### config.mk
export PLATFORM = sky130hd
export DESIGN_NAME = exceptionUnit_flat
export DESIGN_NICKNAME = d
export VERILOG_FILES = /design/src/memStagePkg.sv /design/src/memIfs.sv /design/src/exceptionUnit.sv /design/src/flat_wrapper.sv
export SDC_FILE = /design/constraint.sdc
export NUM_CORES = 1
export LEC_CHECK = 0
export ABC_CLOCK_PERIOD_IN_PS = 2050
export BUFFER_PORTS_ARGS = -buffer_cell sky130_fd_sc_hd__buf_2
export CAP_MARGIN = 10
export CORE_AREA = 2 2 107 109
export DETAILED_ROUTE_END_ITERATION = 16
export DIE_AREA = 0 0 109 111
export SETUP_SLACK_MARGIN = 0.02
export SYNTH_ARGS = -nofsm -noshare
export SYNTH_HDL_FRONTEND = slang
export SYNTH_SLANG_ARGS = --single-unit
export TNS_END_PERCENT = 5
### constraint.sdc
create_clock -name vclk -period 2.05
set_clock_uncertainty 0.1 [all_clocks]
set_input_delay 0.3075 -clock vclk [all_inputs]
set_output_delay 0.3075 -clock vclk [all_outputs]
set_load 0.02 [all_outputs]
### src/memStagePkg.sv
// shared opcode, exception-code and writeback-select types plus CP0 constants for the MEM stage
package memStagePkg;

    // memory-stage opcode, decoded upstream
    typedef enum logic [3:0] {
        OP_NONE = 4'd0,
        OP_LW   = 4'd1,
        OP_LB   = 4'd2,
        OP_LBU  = 4'd3,
        OP_SW   = 4'd4,
        OP_SB   = 4'd5,
        OP_MFC0 = 4'd6,
        OP_MTC0 = 4'd7,
        OP_ERET = 4'd8
    } memOp_e;

    // Cause.ExcCode values, EXC_NONE sits on a reserved code
    typedef enum logic [4:0] {
        EXC_INT  = 5'd0,
        EXC_ADEL = 5'd4,
        EXC_ADES = 5'd5,
        EXC_SYS  = 5'd8,
        EXC_RI   = 5'd10,
        EXC_OV   = 5'd12,
        EXC_NONE = 5'd31
    } excCode_e;

    // writeback source
    typedef enum logic [1:0] {
        WB_LINK = 2'd0, // pc + 8
        WB_ALU  = 2'd1,
        WB_LOAD = 2'd2,
        WB_CP0  = 2'd3
    } wbSel_e;

    // CP0 register numbers, select 0 only
    localparam logic [4:0] CP0_BADVADDR = 5'd8;
    localparam logic [4:0] CP0_STATUS   = 5'd12;
    localparam logic [4:0] CP0_CAUSE    = 5'd13;
    localparam logic [4:0] CP0_EPC      = 5'd14;

    // handler entry points
    localparam logic [31:0] VEC_BOOT   = 32'hBFC0_0380;
    localparam logic [31:0] VEC_NORMAL = 32'h8000_0180;

endpackage

### src/memIfs.sv
// interfaces for the MEM-stage instruction bundle and the CP0/exception handshake
`timescale 1ns/1ps

interface memPipeIf;
    import memStagePkg::*;

    logic        valid;
    memOp_e      op;
    logic [31:0] pc;
    logic [31:0] aluOut;    // also the data address
    logic [31:0] storeData; // rt value, also MTC0 data
    logic [4:0]  dst;
    logic        regsWr;
    wbSel_e      wbSel;
    logic [4:0]  cp0Addr;
    excCode_e    excIn;     // code passed down from execute

    modport stage (
        output valid, op, pc, aluOut, storeData, dst, regsWr, wbSel, cp0Addr, excIn
    );

    modport sink (
        input valid, op, pc, aluOut, storeData, dst, regsWr, wbSel, cp0Addr, excIn
    );
endinterface

interface cp0ExcIf;
    import memStagePkg::*;

    // CP0 state seen by the exception logic
    logic        statusBev;
    logic [7:0]  statusIm;
    logic        statusExl;
    logic        statusIe;
    logic [7:0]  causeIp;
    logic [31:0] epc;

    // commit requests back into CP0
    logic        excTake;
    excCode_e    excCode;
    logic [31:0] excPc;
    logic [31:0] badVAddr;
    logic        eretTake;

    modport cp0 (
        output statusBev, statusIm, statusExl, statusIe, causeIp, epc,
        input  excTake, excCode, excPc, badVAddr, eretTake
    );

    modport exc (
        input  statusBev, statusIm, statusExl, statusIe, causeIp, epc,
        output excTake, excCode, excPc, badVAddr, eretTake
    );
endinterface

### src/exceptionUnit.sv
// exception prioritising for the MEM stage, drives the flush strobe, handler vector and CP0 commit
`timescale 1ns/1ps

module exceptionUnit (
    memPipeIf.sink      pipe,
    cp0ExcIf.exc        ce,
    input  logic        memDisWr,
    output logic        memRegsWr,
    output logic        excFlush,
    output logic [31:0] excVector
);
    import memStagePkg::*;

    logic     intHit;
    logic     passHit;
    logic     adelHit;
    logic     adesHit;
    logic     excHit;
    logic     eretHit;
    excCode_e code;

    // interrupts only outside a handler and with global enable
    assign intHit  = pipe.valid && ce.statusIe && !ce.statusExl
                  && |(ce.causeIp & ce.statusIm);
    assign passHit = pipe.valid && (pipe.excIn != EXC_NONE);
    assign adelHit = pipe.valid && (pipe.op == OP_LW) && (pipe.aluOut[1:0] != 2'b00);
    assign adesHit = pipe.valid && (pipe.op == OP_SW) && (pipe.aluOut[1:0] != 2'b00);

    // highest priority first
    always_comb begin
        code = EXC_NONE;
        if (intHit) begin
            code = EXC_INT;
        end else if (passHit) begin
            code = pipe.excIn;
        end else if (adelHit) begin
            code = EXC_ADEL;
        end else if (adesHit) begin
            code = EXC_ADES;
        end
    end

    assign excHit  = (code != EXC_NONE);
    assign eretHit = pipe.valid && (pipe.op == OP_ERET) && !excHit; // a faulting ERET traps

    // one strobe flushes every younger stage
    assign excFlush  = excHit || eretHit;
    assign memRegsWr = pipe.valid && pipe.regsWr && !excFlush;

    always_comb begin
        if (eretHit) begin
            excVector = ce.epc;
        end else if (ce.statusBev) begin
            excVector = VEC_BOOT;
        end else begin
            excVector = VEC_NORMAL;
        end
    end

    // commit only once the stall is released
    assign ce.excTake  = excHit && !memDisWr;
    assign ce.eretTake = eretHit && !memDisWr;
    assign ce.excCode  = code;
    assign ce.excPc    = pipe.pc;
    assign ce.badVAddr = pipe.aluOut; // only kept by CP0 for AdEL/AdES

endmodule

### src/flat_wrapper.sv
// flat-port wrapper written by rule: the top's interface ports become plain ports
module exceptionUnit_flat import memStagePkg::*;
  (memDisWr, memRegsWr, excFlush, excVector, pipe_valid, pipe_op, pipe_pc, pipe_aluOut, pipe_storeData, pipe_dst, pipe_regsWr, pipe_wbSel, pipe_cp0Addr, pipe_excIn, ce_statusBev, ce_statusIm, ce_statusExl, ce_statusIe, ce_causeIp, ce_epc, ce_excTake, ce_excCode, ce_excPc, ce_badVAddr, ce_eretTake);
  memPipeIf pipe_i ();
  cp0ExcIf ce_i ();
  input  logic memDisWr;
  output logic memRegsWr;
  output logic excFlush;
  output logic [31:0] excVector;
  input wire logic [$bits(pipe_i.valid)-1:0] pipe_valid;
  input wire logic [$bits(pipe_i.op)-1:0] pipe_op;
  input wire logic [$bits(pipe_i.pc)-1:0] pipe_pc;
  input wire logic [$bits(pipe_i.aluOut)-1:0] pipe_aluOut;
  input wire logic [$bits(pipe_i.storeData)-1:0] pipe_storeData;
  input wire logic [$bits(pipe_i.dst)-1:0] pipe_dst;
  input wire logic [$bits(pipe_i.regsWr)-1:0] pipe_regsWr;
  input wire logic [$bits(pipe_i.wbSel)-1:0] pipe_wbSel;
  input wire logic [$bits(pipe_i.cp0Addr)-1:0] pipe_cp0Addr;
  input wire logic [$bits(pipe_i.excIn)-1:0] pipe_excIn;
  input wire logic [$bits(ce_i.statusBev)-1:0] ce_statusBev;
  input wire logic [$bits(ce_i.statusIm)-1:0] ce_statusIm;
  input wire logic [$bits(ce_i.statusExl)-1:0] ce_statusExl;
  input wire logic [$bits(ce_i.statusIe)-1:0] ce_statusIe;
  input wire logic [$bits(ce_i.causeIp)-1:0] ce_causeIp;
  input wire logic [$bits(ce_i.epc)-1:0] ce_epc;
  output wire logic [$bits(ce_i.excTake)-1:0] ce_excTake;
  output wire logic [$bits(ce_i.excCode)-1:0] ce_excCode;
  output wire logic [$bits(ce_i.excPc)-1:0] ce_excPc;
  output wire logic [$bits(ce_i.badVAddr)-1:0] ce_badVAddr;
  output wire logic [$bits(ce_i.eretTake)-1:0] ce_eretTake;
  assign pipe_i.valid = pipe_valid;
  assign pipe_i.op = pipe_op;
  assign pipe_i.pc = pipe_pc;
  assign pipe_i.aluOut = pipe_aluOut;
  assign pipe_i.storeData = pipe_storeData;
  assign pipe_i.dst = pipe_dst;
  assign pipe_i.regsWr = pipe_regsWr;
  assign pipe_i.wbSel = pipe_wbSel;
  assign pipe_i.cp0Addr = pipe_cp0Addr;
  assign pipe_i.excIn = pipe_excIn;
  assign ce_i.statusBev = ce_statusBev;
  assign ce_i.statusIm = ce_statusIm;
  assign ce_i.statusExl = ce_statusExl;
  assign ce_i.statusIe = ce_statusIe;
  assign ce_i.causeIp = ce_causeIp;
  assign ce_i.epc = ce_epc;
  assign ce_excTake = ce_i.excTake;
  assign ce_excCode = ce_i.excCode;
  assign ce_excPc = ce_i.excPc;
  assign ce_badVAddr = ce_i.badVAddr;
  assign ce_eretTake = ce_i.eretTake;
  exceptionUnit u_core (.pipe(pipe_i), .ce(ce_i), .memDisWr(memDisWr), .memRegsWr(memRegsWr), .excFlush(excFlush), .excVector(excVector));
endmodule
==> metrics, run 1 <==
via-per-instance ratio 3.15; Crit. End Element primary output; DP Area 1380 um2; Distinct cells, synth 27; Synth area leader buf_4; Die X about 110 um; crit share post-route 115%; Ys Warns 0; Leakage 0.859 nW; worst-path cell chain buf_6 -> o211ai_1 -> nor4_2 -> a41o_1 -> nor3b_4 -> buf_6 -> clkbuf_16 -> mux2_4 -> buf_6; critical path launch point type primary input; layout cell share with drive strength beyond 1 84.6%; pwr/cell area around 140 nW/um2; DIE HEIGHT roughly 110 um; DR WL/cell around 11 um; MaxCap Viol Count 0; highest-count cells in the layout ignoring fill and taps buf_2, buf_6, and2_4; Avg Inst Size Synth 7.35 um2; failing checks setup timing; RSZ-0062 raised after global routing true; Reg area 0 um2; register area share after synthesis 0%; total die area around 12000 um2; first-pass GRT wire length 4840 um; Worst Path Arrival 1.95 ns; vias in the first global route slightly below 1000; family with the most delay on the worst path compound AO/OA/AOI/OAI gates; setup TNS -8.43 ns; Initial Utilization approximately 9%; Non-Filler Cell Area, Final around 1800 um2; post-synth top area share slightly below 50%; row count 39; cell repeated most along the worst path buf_6; status complete, but fails checks; Slowest cell on crit path o211ai_1; Synth Cell Area around 1000 um2; PnR worst setup slack -0.303 ns; DR vias 1065; core footprint between 10000 and 15000 um2; max incr delay on CP 0.30 ns; area grow syn2layout 76.2%; dpl hpwl ~3000 um; seq_cells 0; commonest non-fill, non-tap cell in the layout buf_2; IR drop worst, VDD approximately 0.000041 V; number of remaining DRC errors 0; clock buf count 0; Tmin final about 2.4 ns; WS Path Type in2out; pre-CTS setup slack -0.280 ns; Ports 276; top cells by area, synth buf_4, and2_1, mux2_4; Placer Congestion 0.760; hold_buf cts 0; endpoints failing setup 34; worst hold path type in2out; Slew headroom between 70 and 80%; Post-Route WL 3820 um; Syn Inst Count around 140; global route overflow 0; Max Freq 425 MHz; Required @ worst endpoint about 1.6 ns; DR iter-0 viols 17; maximum fanout along the worst path 5; largest net degree at the start of global routing 25; worst path bufs/invs 4; Final ANT Viol Nets 0; Final Hold Fails 0; drt pass-1 iters 4; I/O Buffers approximately 110; final net count ~370; number of antenna violations at the first check in global routing 0; Inserted Diodes 0; Slew @ Worst Pin between 0.3 and 0.4 ns; GRT Total Usage 5.01%; Slew Viols, Final 0; Post-Synthesis Net Count 307
cell families (layout without fill, tap and decap cells):
family          after synthesis  in the layout  share of synthesized area, %
xor+xnor                      1              1                         0.876
simple gates                 40             40                          25.7
compound gates               12             12                          8.14
mux                           9              9                          12.4
buf+inv                      74            133                          52.9
final cells by class:
class,instances,area (um2)
fill,1247,9320
timing repair buffer,127,986
multi-input combinational,62,574
tap,143,179
inverter,6,22.5
layer usage:
metal	vias to the layer above	global-route usage, %	routed length (um)
li1	500	-	-
met1	480	4.44	1190
met2	69	10.3	2120
met3	16	1.23	409
met4	0	1.88	95
met5	-	0	0
through the flow:
step,std cells,total power (W),hold slack (ns),util (%)
5_1_grt,338,0.000259,0.515,15.9
4_1_cts,335,0.000213,0.515,13.7
3_3_place_gp,335,0.000200,0.515,12.4
3_5_place_dp,335,0.000201,0.515,12.4
2_1_floorplan,136,0.000263,0.562,-
6_report,338,0.000242,0.515,15.9
cells in the mapped netlist (2+ instances only):
cell type and n:
a21oi_1 5, a22oi_1 4, nor2_1 2, mux2_4 6, clkbuf_2 2, buf_4 64, and2_1 20, mux2_2 3
nand3_1 3, nand2b_1 4, inv_1 6, nor2b_1 2
worst paths after layout:
check                        endpoint  cells past startpoint       startpoint
worst min-delay path  ce_badVAddr[22]                      0  pipe_aluOut[22]
worst max-delay path    excVector[27]                      9   pipe_aluOut[0]
power by group:
part	switching (W)	internal [W]	total (W)
clock network	0	0	0
registers	0	0	0
logic	0.000106	0.000137	0.000242
what timing repair did:
action / 4_1_cts / 5_1_grt
hold endpoints to repair: 0 / 0
pin swaps: 3 / 27
gates resized for setup: 41 / 58
setup buffers: 0 / 1
endpoints found under the setup margin: 35 / 36
gates cloned: 0 / 2
(Power assumes the default switching activity.)
==> run 2, diff against run 1 <==
CORE_AREA = 5 5 104 106   (was 2 2 107 109)
==> run 2 against run 1 <==
Compared with the run above:
- the run still ends with setup timing left
- final cell count is 4.7% lower
- first-iteration DRC count is 18% higher
- flip-flop and latch count stayed put
- hold slack stayed put
- utilization is 0.49 points lower
- via count stayed put
- largest power group unchanged
==> metrics, run 2 (synthesis results as in run 1) <==
Placer Congestion ~0.69; Reg area 0 um2; maximum fanout along the worst path 24; DR WL/cell about 13 um; Final Hold Fails 0; I/O Buffers between 100 and 150; largest net degree at the start of global routing 25; global route overflow 0; Initial Utilization 10.3%; DR iter-0 viols 20; WS Path Type in2out; FILL cells about 1100; clock buf count 0; failing checks setup timing; Worst Path Arrival approximately 1.9 ns; worst hold stages 0; Max Freq around 430 MHz; Slowest cell on crit path mux2_2; pwr/cell area 146 nW/um2; DR vias about 1100; endpoints failing setup 31; CP startpoint ce_causeIp[1]; area grow syn2layout 49.3%; hold_buf cts 0; core footprint around 9700 um2; status complete, but fails checks; Post-Route WL 4310 um; critical path launch point type primary input; area of the multi-input gates between 400 and 500 um2; first-pass GRT wire length 6010 um; fin cells roughly 320; Slew @ Worst Pin 0.243 ns; Leakage roughly 0.76 nW; Crit. End Element primary output; hold path start pipe_aluOut[22]; worst path bufs/invs 3; drt pass-1 iters 3; layout cell share with drive strength beyond 1 a little under three quarters; Slew Viols, Final 0; row count 36; Sequential Power Share 0%; worst hold path type in2out; total die area ~12000 um2; Int Pwr 0.000121 W; clock share of power 0%; Tmin final around 2.3 ns; Die X around 110 um; commonest non-fill, non-tap cell in the layout buf_2; dpl hpwl between 3000 and 4000 um; Psw 0.0000981 W; Ports ~280; family with the most delay on the worst path buffers and inverters; RSZ-0062 raised after global routing true; Final ANT Viol Nets 0; via-per-instance ratio roughly 3.3; number of cells on the critical path 8; number of remaining DRC errors 0; Inserted Diodes 0; crit share post-route 114%; Setup Buffers After CTS 0; placed cells about 320; vias in the first global route around 1200; Critical Path End excVector[22]; Required @ worst endpoint 1.64 ns; seq_cells 0; worst-path cell chain buf_6 -> a22oi_2 -> nand4_1 -> a41o_1 -> nor3b_4 -> buf_12 -> mux2_2 -> buf_2; PnR worst setup slack -0.282 ns; MaxCap Viol Count 0; Slew headroom 83.7%; share of power burned in combinational logic between 90% and 100%; GRT Total Usage under 10%; Switching Fraction 44.9%; highest-count cells in the layout ignoring fill and taps buf_2, buf_4, and2_1, buf_6; number of antenna violations at the first check in global routing 0; WHS a little over 0.5 ns; DIE HEIGHT between 100 and 150 um; final net count approximately 360; IR drop worst, VDD 0.0000383 V; max incr delay on CP ~0.35 ns
run 2: cell count changes in the layout (fill, tap and decap cells not counted), moves of 2 or more:
cell and change:
mux2_2 +3, and2_4 -20, mux2_4 -3, buf_4 +9, buf_2 +6, buf_6 -18
and2_1 +20, clkbuf_16 -2
run 2: layer usage:
| metal | wire, um | GRT usage, % | up-vias |
|---|---|---|---|
| li1 | - | - | 488 |
| met1 | 1420 | 5.78 | 462 |
| met2 | 2170 | 12.2 | 93 |
| met3 | 587 | 1.98 | 22 |
| met4 | 134 | 1.85 | 0 |
| met5 | 0 | 0 | - |
run 2: layout make-up:
class              instances  area share [%]
multi-input cells         62            33.0
repair buffers           121            54.3
well taps                133            11.1
inverters                  6            1.51
run 2: how the worst min path moves through the flow:
stage / endpoint
final: ce_badVAddr[22]
after global routing: ce_excPc[10]
after CTS: ce_badVAddr[15]
after detailed placement: ce_badVAddr[15]
after global placement: ce_badVAddr[15]
after floorplan: ce_eretTake
run 2: repair_timing:
action	CTS	global route
endpoints found under the setup margin	34	36
gates resized for setup	39	9
pin swaps	0	1
run 2: stage by stage:
stage	setup TNS (ns)	utilization, %	cell area [um2]	setup WS (ns)	total power, W
2_1_floorplan	-0.250	-	1020	-0.0417	0.000263
3_3_place_gp	-6.04	13.7	1330	-0.296	0.000199
3_5_place_dp	-7.12	13.7	1330	-0.336	0.000203
4_1_cts	-6.19	15.0	1460	-0.321	0.000218
5_1_grt	-8.20	15.4	1490	-0.371	0.000238
6_report	-5.01	15.4	1490	-0.282	0.000219
run 2: power by group through the flow:
stage	clock network (W)	registers, W	logic (W)
final	0	0	0.000219
after global routing	0	0	0.000238
after CTS	0	0	0.000218
after detailed placement	0	0	0.000203
after global placement	0	0	0.000199
after floorplan	0	0	0.000263
