===== config.mk =====
export PLATFORM = sky130hd
export DESIGN_NAME = cp0Regs_flat
export DESIGN_NICKNAME = d
export VERILOG_FILES = /design/src/memStagePkg.sv /design/src/memIfs.sv /design/src/cp0Regs.sv /design/src/flat_wrapper.sv
export SDC_FILE = /design/constraint.sdc
export NUM_CORES = 1
export LEC_CHECK = 0
export BUFFER_PORTS_ARGS = -buffer_cell sky130_fd_sc_hd__clkbuf_2
export CAP_MARGIN = 20
export CORE_AREA = 4 4 119 121
export DETAILED_ROUTE_END_ITERATION = 16
export DIE_AREA = 0 0 123 125
export GPL_TIMING_DRIVEN = 1
export PLACE_DENSITY = 0.72
export REMOVE_ABC_BUFFERS = 1
export SYNTH_ARGS = -nofsm -noshare
export SYNTH_HDL_FRONTEND = slang
export SYNTH_SLANG_ARGS = --single-unit

===== constraint.sdc =====
create_clock -name clk -period 5.7 [get_ports clk]
set_clock_uncertainty 0.15 [all_clocks]
set_input_delay 0.285 -clock clk [delete_from_list [all_inputs] [get_ports clk]]
set_output_delay 0.285 -clock clk [all_outputs]
set_load 0.005 [all_outputs]

===== src/memStagePkg.sv =====
// shared opcode, exception-code and writeback-select types plus CP0 constants for the MEM stage
package memStagePkg;

    // memory-stage opcode, decoded upstream
    typedef enum logic [3:0] {
        OP_NONE = 4'd0,
        OP_LW   = 4'd1,
        OP_LB   = 4'd2,
        OP_LBU  = 4'd3,
        OP_SW   = 4'd4,
        OP_SB   = 4'd5,
        OP_MFC0 = 4'd6,
        OP_MTC0 = 4'd7,
        OP_ERET = 4'd8
    } memOp_e;

    // Cause.ExcCode values, EXC_NONE sits on a reserved code
    typedef enum logic [4:0] {
        EXC_INT  = 5'd0,
        EXC_ADEL = 5'd4,
        EXC_ADES = 5'd5,
        EXC_SYS  = 5'd8,
        EXC_RI   = 5'd10,
        EXC_OV   = 5'd12,
        EXC_NONE = 5'd31
    } excCode_e;

    // writeback source
    typedef enum logic [1:0] {
        WB_LINK = 2'd0, // pc + 8
        WB_ALU  = 2'd1,
        WB_LOAD = 2'd2,
        WB_CP0  = 2'd3
    } wbSel_e;

    // CP0 register numbers, select 0 only
    localparam logic [4:0] CP0_BADVADDR = 5'd8;
    localparam logic [4:0] CP0_STATUS   = 5'd12;
    localparam logic [4:0] CP0_CAUSE    = 5'd13;
    localparam logic [4:0] CP0_EPC      = 5'd14;

    // handler entry points
    localparam logic [31:0] VEC_BOOT   = 32'hBFC0_0380;
    localparam logic [31:0] VEC_NORMAL = 32'h8000_0180;

endpackage


===== src/memIfs.sv =====
// interfaces for the MEM-stage instruction bundle and the CP0/exception handshake
`timescale 1ns/1ps

interface memPipeIf;
    import memStagePkg::*;

    logic        valid;
    memOp_e      op;
    logic [31:0] pc;
    logic [31:0] aluOut;    // also the data address
    logic [31:0] storeData; // rt value, also MTC0 data
    logic [4:0]  dst;
    logic        regsWr;
    wbSel_e      wbSel;
    logic [4:0]  cp0Addr;
    excCode_e    excIn;     // code passed down from execute

    modport stage (
        output valid, op, pc, aluOut, storeData, dst, regsWr, wbSel, cp0Addr, excIn
    );

    modport sink (
        input valid, op, pc, aluOut, storeData, dst, regsWr, wbSel, cp0Addr, excIn
    );
endinterface

interface cp0ExcIf;
    import memStagePkg::*;

    // CP0 state seen by the exception logic
    logic        statusBev;
    logic [7:0]  statusIm;
    logic        statusExl;
    logic        statusIe;
    logic [7:0]  causeIp;
    logic [31:0] epc;

    // commit requests back into CP0
    logic        excTake;
    excCode_e    excCode;
    logic [31:0] excPc;
    logic [31:0] badVAddr;
    logic        eretTake;

    modport cp0 (
        output statusBev, statusIm, statusExl, statusIe, causeIp, epc,
        input  excTake, excCode, excPc, badVAddr, eretTake
    );

    modport exc (
        input  statusBev, statusIm, statusExl, statusIe, causeIp, epc,
        output excTake, excCode, excPc, badVAddr, eretTake
    );
endinterface


===== src/cp0Regs.sv =====
// coprocessor 0 with Status, Cause, EPC and BadVAddr, serving MFC0/MTC0 and exception/ERET commits
`timescale 1ns/1ps

module cp0Regs (
    input  logic        clk,
    input  logic        rst,
    input  logic        memDisWr,
    input  logic [5:0]  interrupt,
    memPipeIf.sink      pipe,
    cp0ExcIf.cp0        ce,
    output logic [31:0] cp0RdData,
    output logic [31:0] cp0Epc
);
    import memStagePkg::*;

    logic        statusBev;
    logic [7:0]  statusIm;
    logic        statusExl;
    logic        statusIe;
    logic [5:0]  causeIpHw;   // IP7..2
    logic [1:0]  causeIpSw;   // IP1..0, software interrupts
    logic [4:0]  causeExcCode;
    logic [31:0] epc;
    logic [31:0] badVAddr;
    logic        mtc0Wr;
    logic        epcWr;
    logic [31:0] statusWord;
    logic [31:0] causeWord;

    // MTC0 loses to an exception taken on the same instruction
    assign mtc0Wr = pipe.valid && (pipe.op == OP_MTC0) && !memDisWr && !ce.excTake;
    assign epcWr  = mtc0Wr && (pipe.cp0Addr == CP0_EPC);

    always_ff @(posedge clk) begin
        if (rst) begin
            statusBev    <= 1'b1;
            statusIm     <= '0;
            statusExl    <= 1'b0;
            statusIe     <= 1'b0;
            causeIpHw    <= '0;
            causeIpSw    <= '0;
            causeExcCode <= '0;
            epc          <= '0;
        end else begin
            causeIpHw <= interrupt; // hardware lines sampled every cycle
            if (ce.excTake) begin
                statusExl    <= 1'b1;
                causeExcCode <= ce.excCode;
                epc          <= ce.excPc;
            end else if (ce.eretTake) begin
                statusExl <= 1'b0;
            end else if (mtc0Wr) begin
                case (pipe.cp0Addr)
                    CP0_STATUS: begin
                        statusBev <= pipe.storeData[22];
                        statusIm  <= pipe.storeData[15:8];
                        statusIe  <= pipe.storeData[0];
                    end
                    CP0_CAUSE: causeIpSw <= pipe.storeData[9:8];
                    CP0_EPC:   epc       <= pipe.storeData;
                    default:   ;
                endcase
            end
        end
    end

    // BadVAddr only on address errors, also writable
    always_ff @(posedge clk) begin
        if (ce.excTake && (ce.excCode == EXC_ADEL || ce.excCode == EXC_ADES)) begin
            badVAddr <= ce.badVAddr;
        end else if (mtc0Wr && pipe.cp0Addr == CP0_BADVADDR) begin
            badVAddr <= pipe.storeData;
        end
    end

    assign statusWord = {9'd0, statusBev, 6'd0, statusIm, 6'd0, statusExl, statusIe};
    assign causeWord  = {16'd0, causeIpHw, causeIpSw, 1'b0, causeExcCode, 2'b00};

    // MFC0 read port
    always_comb begin
        case (pipe.cp0Addr)
            CP0_BADVADDR: cp0RdData = badVAddr;
            CP0_STATUS:   cp0RdData = statusWord;
            CP0_CAUSE:    cp0RdData = causeWord;
            CP0_EPC:      cp0RdData = epc;
            default:      cp0RdData = 32'd0;
        endcase
    end

    assign ce.statusBev = statusBev;
    assign ce.statusIm  = statusIm;
    assign ce.statusExl = statusExl;
    assign ce.statusIe  = statusIe;
    assign ce.causeIp   = {causeIpHw, causeIpSw};
    assign ce.epc       = epc;
    assign cp0Epc       = epc;

    // EPC only moves on an exception entry or an explicit write
    epcStable: assert property (
        @(posedge clk) disable iff (rst)
        !(ce.excTake || epcWr) |=> $stable(epc)
    ) else $error("cp0Regs: EPC changed without excTake or MTC0");

endmodule


===== src/flat_wrapper.sv =====
// flat-port wrapper written by rule: the top's interface ports become plain ports
module cp0Regs_flat import memStagePkg::*;
  (clk, rst, memDisWr, interrupt, cp0RdData, cp0Epc, pipe_valid, pipe_op, pipe_pc, pipe_aluOut, pipe_storeData, pipe_dst, pipe_regsWr, pipe_wbSel, pipe_cp0Addr, pipe_excIn, ce_statusBev, ce_statusIm, ce_statusExl, ce_statusIe, ce_causeIp, ce_epc, ce_excTake, ce_excCode, ce_excPc, ce_badVAddr, ce_eretTake);
  memPipeIf pipe_i ();
  cp0ExcIf ce_i ();
  input  logic clk;
  input  logic rst;
  input  logic memDisWr;
  input  logic [5:0] interrupt;
  output logic [31:0] cp0RdData;
  output logic [31:0] cp0Epc;
  input wire logic [$bits(pipe_i.valid)-1:0] pipe_valid;
  input wire logic [$bits(pipe_i.op)-1:0] pipe_op;
  input wire logic [$bits(pipe_i.pc)-1:0] pipe_pc;
  input wire logic [$bits(pipe_i.aluOut)-1:0] pipe_aluOut;
  input wire logic [$bits(pipe_i.storeData)-1:0] pipe_storeData;
  input wire logic [$bits(pipe_i.dst)-1:0] pipe_dst;
  input wire logic [$bits(pipe_i.regsWr)-1:0] pipe_regsWr;
  input wire logic [$bits(pipe_i.wbSel)-1:0] pipe_wbSel;
  input wire logic [$bits(pipe_i.cp0Addr)-1:0] pipe_cp0Addr;
  input wire logic [$bits(pipe_i.excIn)-1:0] pipe_excIn;
  output wire logic [$bits(ce_i.statusBev)-1:0] ce_statusBev;
  output wire logic [$bits(ce_i.statusIm)-1:0] ce_statusIm;
  output wire logic [$bits(ce_i.statusExl)-1:0] ce_statusExl;
  output wire logic [$bits(ce_i.statusIe)-1:0] ce_statusIe;
  output wire logic [$bits(ce_i.causeIp)-1:0] ce_causeIp;
  output wire logic [$bits(ce_i.epc)-1:0] ce_epc;
  input wire logic [$bits(ce_i.excTake)-1:0] ce_excTake;
  input wire logic [$bits(ce_i.excCode)-1:0] ce_excCode;
  input wire logic [$bits(ce_i.excPc)-1:0] ce_excPc;
  input wire logic [$bits(ce_i.badVAddr)-1:0] ce_badVAddr;
  input wire logic [$bits(ce_i.eretTake)-1:0] ce_eretTake;
  assign pipe_i.valid = pipe_valid;
  assign pipe_i.op = pipe_op;
  assign pipe_i.pc = pipe_pc;
  assign pipe_i.aluOut = pipe_aluOut;
  assign pipe_i.storeData = pipe_storeData;
  assign pipe_i.dst = pipe_dst;
  assign pipe_i.regsWr = pipe_regsWr;
  assign pipe_i.wbSel = pipe_wbSel;
  assign pipe_i.cp0Addr = pipe_cp0Addr;
  assign pipe_i.excIn = pipe_excIn;
  assign ce_statusBev = ce_i.statusBev;
  assign ce_statusIm = ce_i.statusIm;
  assign ce_statusExl = ce_i.statusExl;
  assign ce_statusIe = ce_i.statusIe;
  assign ce_causeIp = ce_i.causeIp;
  assign ce_epc = ce_i.epc;
  assign ce_i.excTake = ce_excTake;
  assign ce_i.excCode = ce_excCode;
  assign ce_i.excPc = ce_excPc;
  assign ce_i.badVAddr = ce_badVAddr;
  assign ce_i.eretTake = ce_eretTake;
  cp0Regs u_core (.clk(clk), .rst(rst), .memDisWr(memDisWr), .interrupt(interrupt), .pipe(pipe_i), .ce(ce_i), .cp0RdData(cp0RdData), .cp0Epc(cp0Epc));
endmodule

==> flow_summary.html <==
<table>
<tr><th>Metric</th><th>Value</th></tr>
<tr><th colspan="2">Status</th></tr>
<tr><td>Result of the run</td><td>finished, final reports clean</td></tr>
<tr><th colspan="2">Worst hold path</th></tr>
<tr><td>Worst min path class</td><td>input pin to register</td></tr>
<tr><td>Hold path endpoint</td><td>u_core.causeIpHw[3]</td></tr>
<tr><td>Hold Path Stages</td><td>2</td></tr>
<tr><td>Hold Crit Start</td><td>interrupt[3]</td></tr>
<tr><th colspan="2">Finish</th></tr>
<tr><td>Area Overhead vs Synth</td><td>34.05%</td></tr>
<tr><td>Multi-input gate area in the final layout</td><td>about 0.0018 mm²</td></tr>
<tr><td>Number of nets in the layout</td><td>785</td></tr>
<tr><td>Post-Layout Cell Count</td><td>767</td></tr>
<tr><td>Highest-count cells in the layout ignoring fill and taps</td><td>236 x sky130_fd_sc_hd__clkbuf_2, 56 x sky130_fd_sc_hd__dfxtp_1, 35 x sky130_fd_sc_hd__nand2_1</td></tr>
<tr><td>Layout filler cell count</td><td>1272</td></tr>
<tr><td>Commonest non-fill, non-tap cell in the layout</td><td>sky130_fd_sc_hd__clkbuf_2</td></tr>
<tr><td>Non-Filler Cell Area, Final</td><td>0.005615 mm²</td></tr>
<tr><td>Footprint of the flip-flops and latches</td><td>0.002082 mm²</td></tr>
<tr><td>Fraction of layout instances using a drive strength above 1</td><td>0.5025</td></tr>
<tr><td>Diode insertion count for antenna repair</td><td>0</td></tr>
<tr><th colspan="2">Timing</th></tr>
<tr><td>Max-slew headroom at the worst pin</td><td>0.2878</td></tr>
<tr><td>Hold WS</td><td>0.02413 ns</td></tr>
<tr><td>Hold Vio Cnt, Final</td><td>0</td></tr>
<tr><td>Total Neg Setup Slack</td><td>0 ns</td></tr>
<tr><td>Final setup vio count</td><td>0</td></tr>
<tr><td>Final period util</td><td>0.4874</td></tr>
<tr><td>RSZ-0062 raised after global routing</td><td>no</td></tr>
<tr><td>Fmax achieved</td><td>0.3599 GHz</td></tr>
<tr><td>Tmin final</td><td>around 2.8 ns</td></tr>
<tr><td>Pin slew with the least headroom to its limit</td><td>1.066 ns</td></tr>
<tr><td>Number of pins exceeding their max-slew limit in the final report</td><td>0</td></tr>
<tr><th colspan="2">Pwr</th></tr>
<tr><td>Leakage component of the power</td><td>~2.6 nW</td></tr>
<tr><td>Power density over the cells</td><td>245.5 mW/mm²</td></tr>
<tr><td>Total power draw</td><td>1.378 mW</td></tr>
<tr><td>Worst ir drop on vdd</td><td>0.1126 mV</td></tr>
<tr><th colspan="2">Routing</th></tr>
<tr><td>Remaining routing DRC violations</td><td>0</td></tr>
<tr><td>Post-detailed-route count of antenna-violating nets</td><td>0</td></tr>
<tr><td>Via/cell ratio</td><td>5.046</td></tr>
<tr><td>Number of DRC violations after detailed-routing iteration 0</td><td>233</td></tr>
<tr><td>Post-detailed-route wirelength per cell</td><td>17.68 µm</td></tr>
<tr><td>Initial DRT Pass Iterations</td><td>5</td></tr>
<tr><td>Number of vias after detailed routing</td><td>3870</td></tr>
<tr><td>Final Routed Wirelength</td><td>between 10 and 15 mm</td></tr>
<tr><th colspan="2">Clocking</th></tr>
<tr><td>Buffer levels on the longest clock path</td><td>2</td></tr>
<tr><td>Number of sinks on the clock net</td><td>a little under 90</td></tr>
<tr><td>Clock insertion delay at the later pin of the skew report</td><td>0.34 ns</td></tr>
<tr><td>CTS tree</td><td>done</td></tr>
<tr><td>Number of buffers inserted during clock tree synthesis</td><td>9</td></tr>
<tr><td>Clock root buffer</td><td>sky130_fd_sc_hd__clkbuf_16</td></tr>
<tr><td>Clock slew at reported path FFs</td><td>0.06 ns</td></tr>
<tr><td>Count of cells resized by post-cts repair</td><td>0</td></tr>
<tr><td>Number of H-tree levels</td><td>3</td></tr>
<tr><th colspan="2">Synthesis</th></tr>
<tr><td>Netlist area before placement</td><td>approximately 0.0042 mm²</td></tr>
<tr><td>Number of standard cells after synthesis</td><td>just under 400</td></tr>
<tr><td>Seq/Total Area, Yosys</td><td>0.4970</td></tr>
<tr><td>Mapped Avg Cell Area</td><td>10.82 µm²</td></tr>
<tr><td>Syn. warnings</td><td>0</td></tr>
<tr><td>Share of async-settable or async-resettable flops after synthesis</td><td>0</td></tr>
<tr><td>Predominant post-synthesis flop cell</td><td>sky130_fd_sc_hd__dfxtp_1</td></tr>
<tr><td>Distinct cells, synth</td><td>31</td></tr>
<tr><td>Seq cells post-synth</td><td>88</td></tr>
<tr><td>Number of enable flip-flop cells after synthesis</td><td>32</td></tr>
<tr><th colspan="2">Die</th></tr>
<tr><td>Initial Utilization</td><td>0.3201</td></tr>
<tr><td>Number of ports placed on the die boundary</td><td>approximately 310</td></tr>
<tr><td>Width of the die</td><td>123 µm</td></tr>
<tr><td>Full die area</td><td>0.01538 mm²</td></tr>
<tr><td>Core Region</td><td>between 0.01 and 0.015 mm²</td></tr>
<tr><td>Y dimension of the die</td><td>125 µm</td></tr>
<tr><td>Cell row count</td><td>42</td></tr>
<tr><th colspan="2">Worst setup path</th></tr>
<tr><td>Worst setup EP type</td><td>register</td></tr>
<tr><td>Buf/Inv on CP</td><td>2</td></tr>
<tr><td>Reg2Reg Capture Point</td><td>u_core.ce.epc[23]</td></tr>
<tr><td>Critical-path cell with the highest stage delay</td><td>sky130_fd_sc_hd__nor2_4</td></tr>
<tr><td>Series of cell instances along the critical path</td><td>clkbuf_2, nand4bb_1, nor2_4, a21o_1, buf_4</td></tr>
<tr><td>Register-to-register path setup slack</td><td>4.76 ns</td></tr>
<tr><td>Origin of the critical flop-to-flop path</td><td>u_core.ce.epc[23]</td></tr>
<tr><td>Required @ worst endpoint</td><td>5.56 ns</td></tr>
<tr><td>Data arrival time at the worst-slack endpoint</td><td>between 2 and 3 ns</td></tr>
<tr><td>CP delay by family, top</td><td>simple AND/OR/NAND/NOR gates</td></tr>
<tr><td>Largest stage delay, worst path</td><td>between 0.8 and 0.9 ns</td></tr>
<tr><td>Critical path peak fanout</td><td>33</td></tr>
<tr><td>Startpoint class of the critical path</td><td>input pin</td></tr>
<tr><td>Depth of the worst register-to-register path</td><td>1</td></tr>
<tr><td>Start-to-end type of the worst setup path</td><td>input pin to register</td></tr>
<tr><th colspan="2">Placement</th></tr>
<tr><td>Final HPWL DP</td><td>9.948 mm</td></tr>
<tr><td>Input/output buffers</td><td>236</td></tr>
<tr><td>Placed Instances</td><td>749</td></tr>
<tr><td>Placed Area</td><td>0.005335 mm²</td></tr>
<tr><td>Placer Congestion</td><td>approximately 0.80</td></tr>
<tr><th colspan="2">Global route</th></tr>
<tr><td>GR Overflow Total</td><td>0</td></tr>
<tr><td>Maximum number of pins on one net before global-route repair</td><td>34</td></tr>
<tr><td>Peak-usage layer in the global routing report</td><td>met2</td></tr>
<tr><td>All-layer global routing usage</td><td>0.1701</td></tr>
<tr><td>Global-route wire length before repair</td><td>20.48 mm</td></tr>
<tr><td>Number of antenna violations at the first check in global routing</td><td>1</td></tr>
<tr><td>Number of global-route vias before repair</td><td>3957</td></tr>
<tr><td>Global-route track usage on met3</td><td>0.05149</td></tr>
<tr><td>Met2 Usage GRT</td><td>0.3007</td></tr>
<tr><td>Global routing usage on met1</td><td>0.1940</td></tr>
<tr><th colspan="2">Job</th></tr>
<tr><td>Max Cap Violations</td><td>0</td></tr>
</table>
[logic make-up after synthesis]
| family | after synthesis | synth area share |
|---|---|---|
| and+or+nand+nor | 113 | 0.1437 |
| muxes | 37 | 0.09797 |
| buffers and inverters | 60 | 0.08662 |
| DFF | 88 | 0.4970 |
| AOI/OAI and AO/OA | 89 | 0.1747 |
[report_power, final]
group | total, mW | internal, mW | switching, mW
Clock | 0.531 | 0.295 | 0.236
Combinational | 0.155 | 0.0850 | 0.0699
Sequential | 0.693 | 0.674 | 0.0183
[timing repair]
| action | in CTS | in global routing |
|---|---|---|
| setup buffers | 0 | 0 |
| endpoints found under the hold margin | 2 | 0 |
| hold buffers | 2 | 0 |
[metal layers]
layer  vias up  routed length [µm]
met5         -                  13
met4         2                 244
met3        25                1107
met2       186                6941
met1      1851                5253
li1       1806                   -
[area by class of cell]
class | count | share of cell area
sequential | 88 | 0.3708
multi-input combinational | 239 | 0.3164
timing repair buffer | 247 | 0.2266
clock buffer | 13 | 0.04278
tap | 176 | 0.03922
clock inverter | 3 | 0.003565
inverter | 1 | 0.0006684
[how the worst max path moves through the flow]
stage,from,cells after the start,endpoint
detailed placement,ce_excTake,5,u_core.badVAddr[4]
floorplan,ce_excCode[3],3,u_core.badVAddr[0]
global placement,ce_excTake,5,u_core.badVAddr[2]
finish,ce_excTake,5,u_core.badVAddr[25]
CTS,ce_excTake,5,u_core.badVAddr[5]
global route,ce_excTake,5,u_core.badVAddr[4]
[cell usage after synthesis (all sizes together) (2+ instances only)]
master | count | area, µm²
o21ai | 2 | 10.01
nand2 | 35 | 131.4
nor2 | 12 | 45.04
mux2i | 5 | 50.05
buf | 46 | 310.3
mux2 | 32 | 360.4
a22o | 16 | 140.1
edfxtp | 32 | 960.9
a22oi | 24 | 180.2
dfxtp | 56 | 1121
and2 | 33 | 206.5
nand3b | 3 | 22.52
nor3 | 4 | 30.03
a221o | 32 | 320.3
nor2b | 7 | 43.79
a21oi | 13 | 65.06
clkbuf | 13 | 48.80
nand3 | 11 | 55.05
[flip-flops by register name (all words and copies together) (netlist names)]
name                 flops
u_core.badVAddr         32
u_core.ce.epc           32
u_core.ce.statusIm       8
u_core.causeIpHw         6
u_core.causeExcCode      5
u_core.causeIpSw         2
u_core.ce.statusBev      1
u_core.ce.statusExl      1
u_core.ce.statusIe       1
[through the flow]
stage                     setup slack, ns    util
after CTS                           2.845  0.4291
after floorplan                     2.557       -
after detailed placement            2.477  0.4077
after global routing                2.701  0.4291
after global placement              2.526  0.4069
final                               2.922  0.4291
Note: power is estimated with default switching activity, not from simulation.
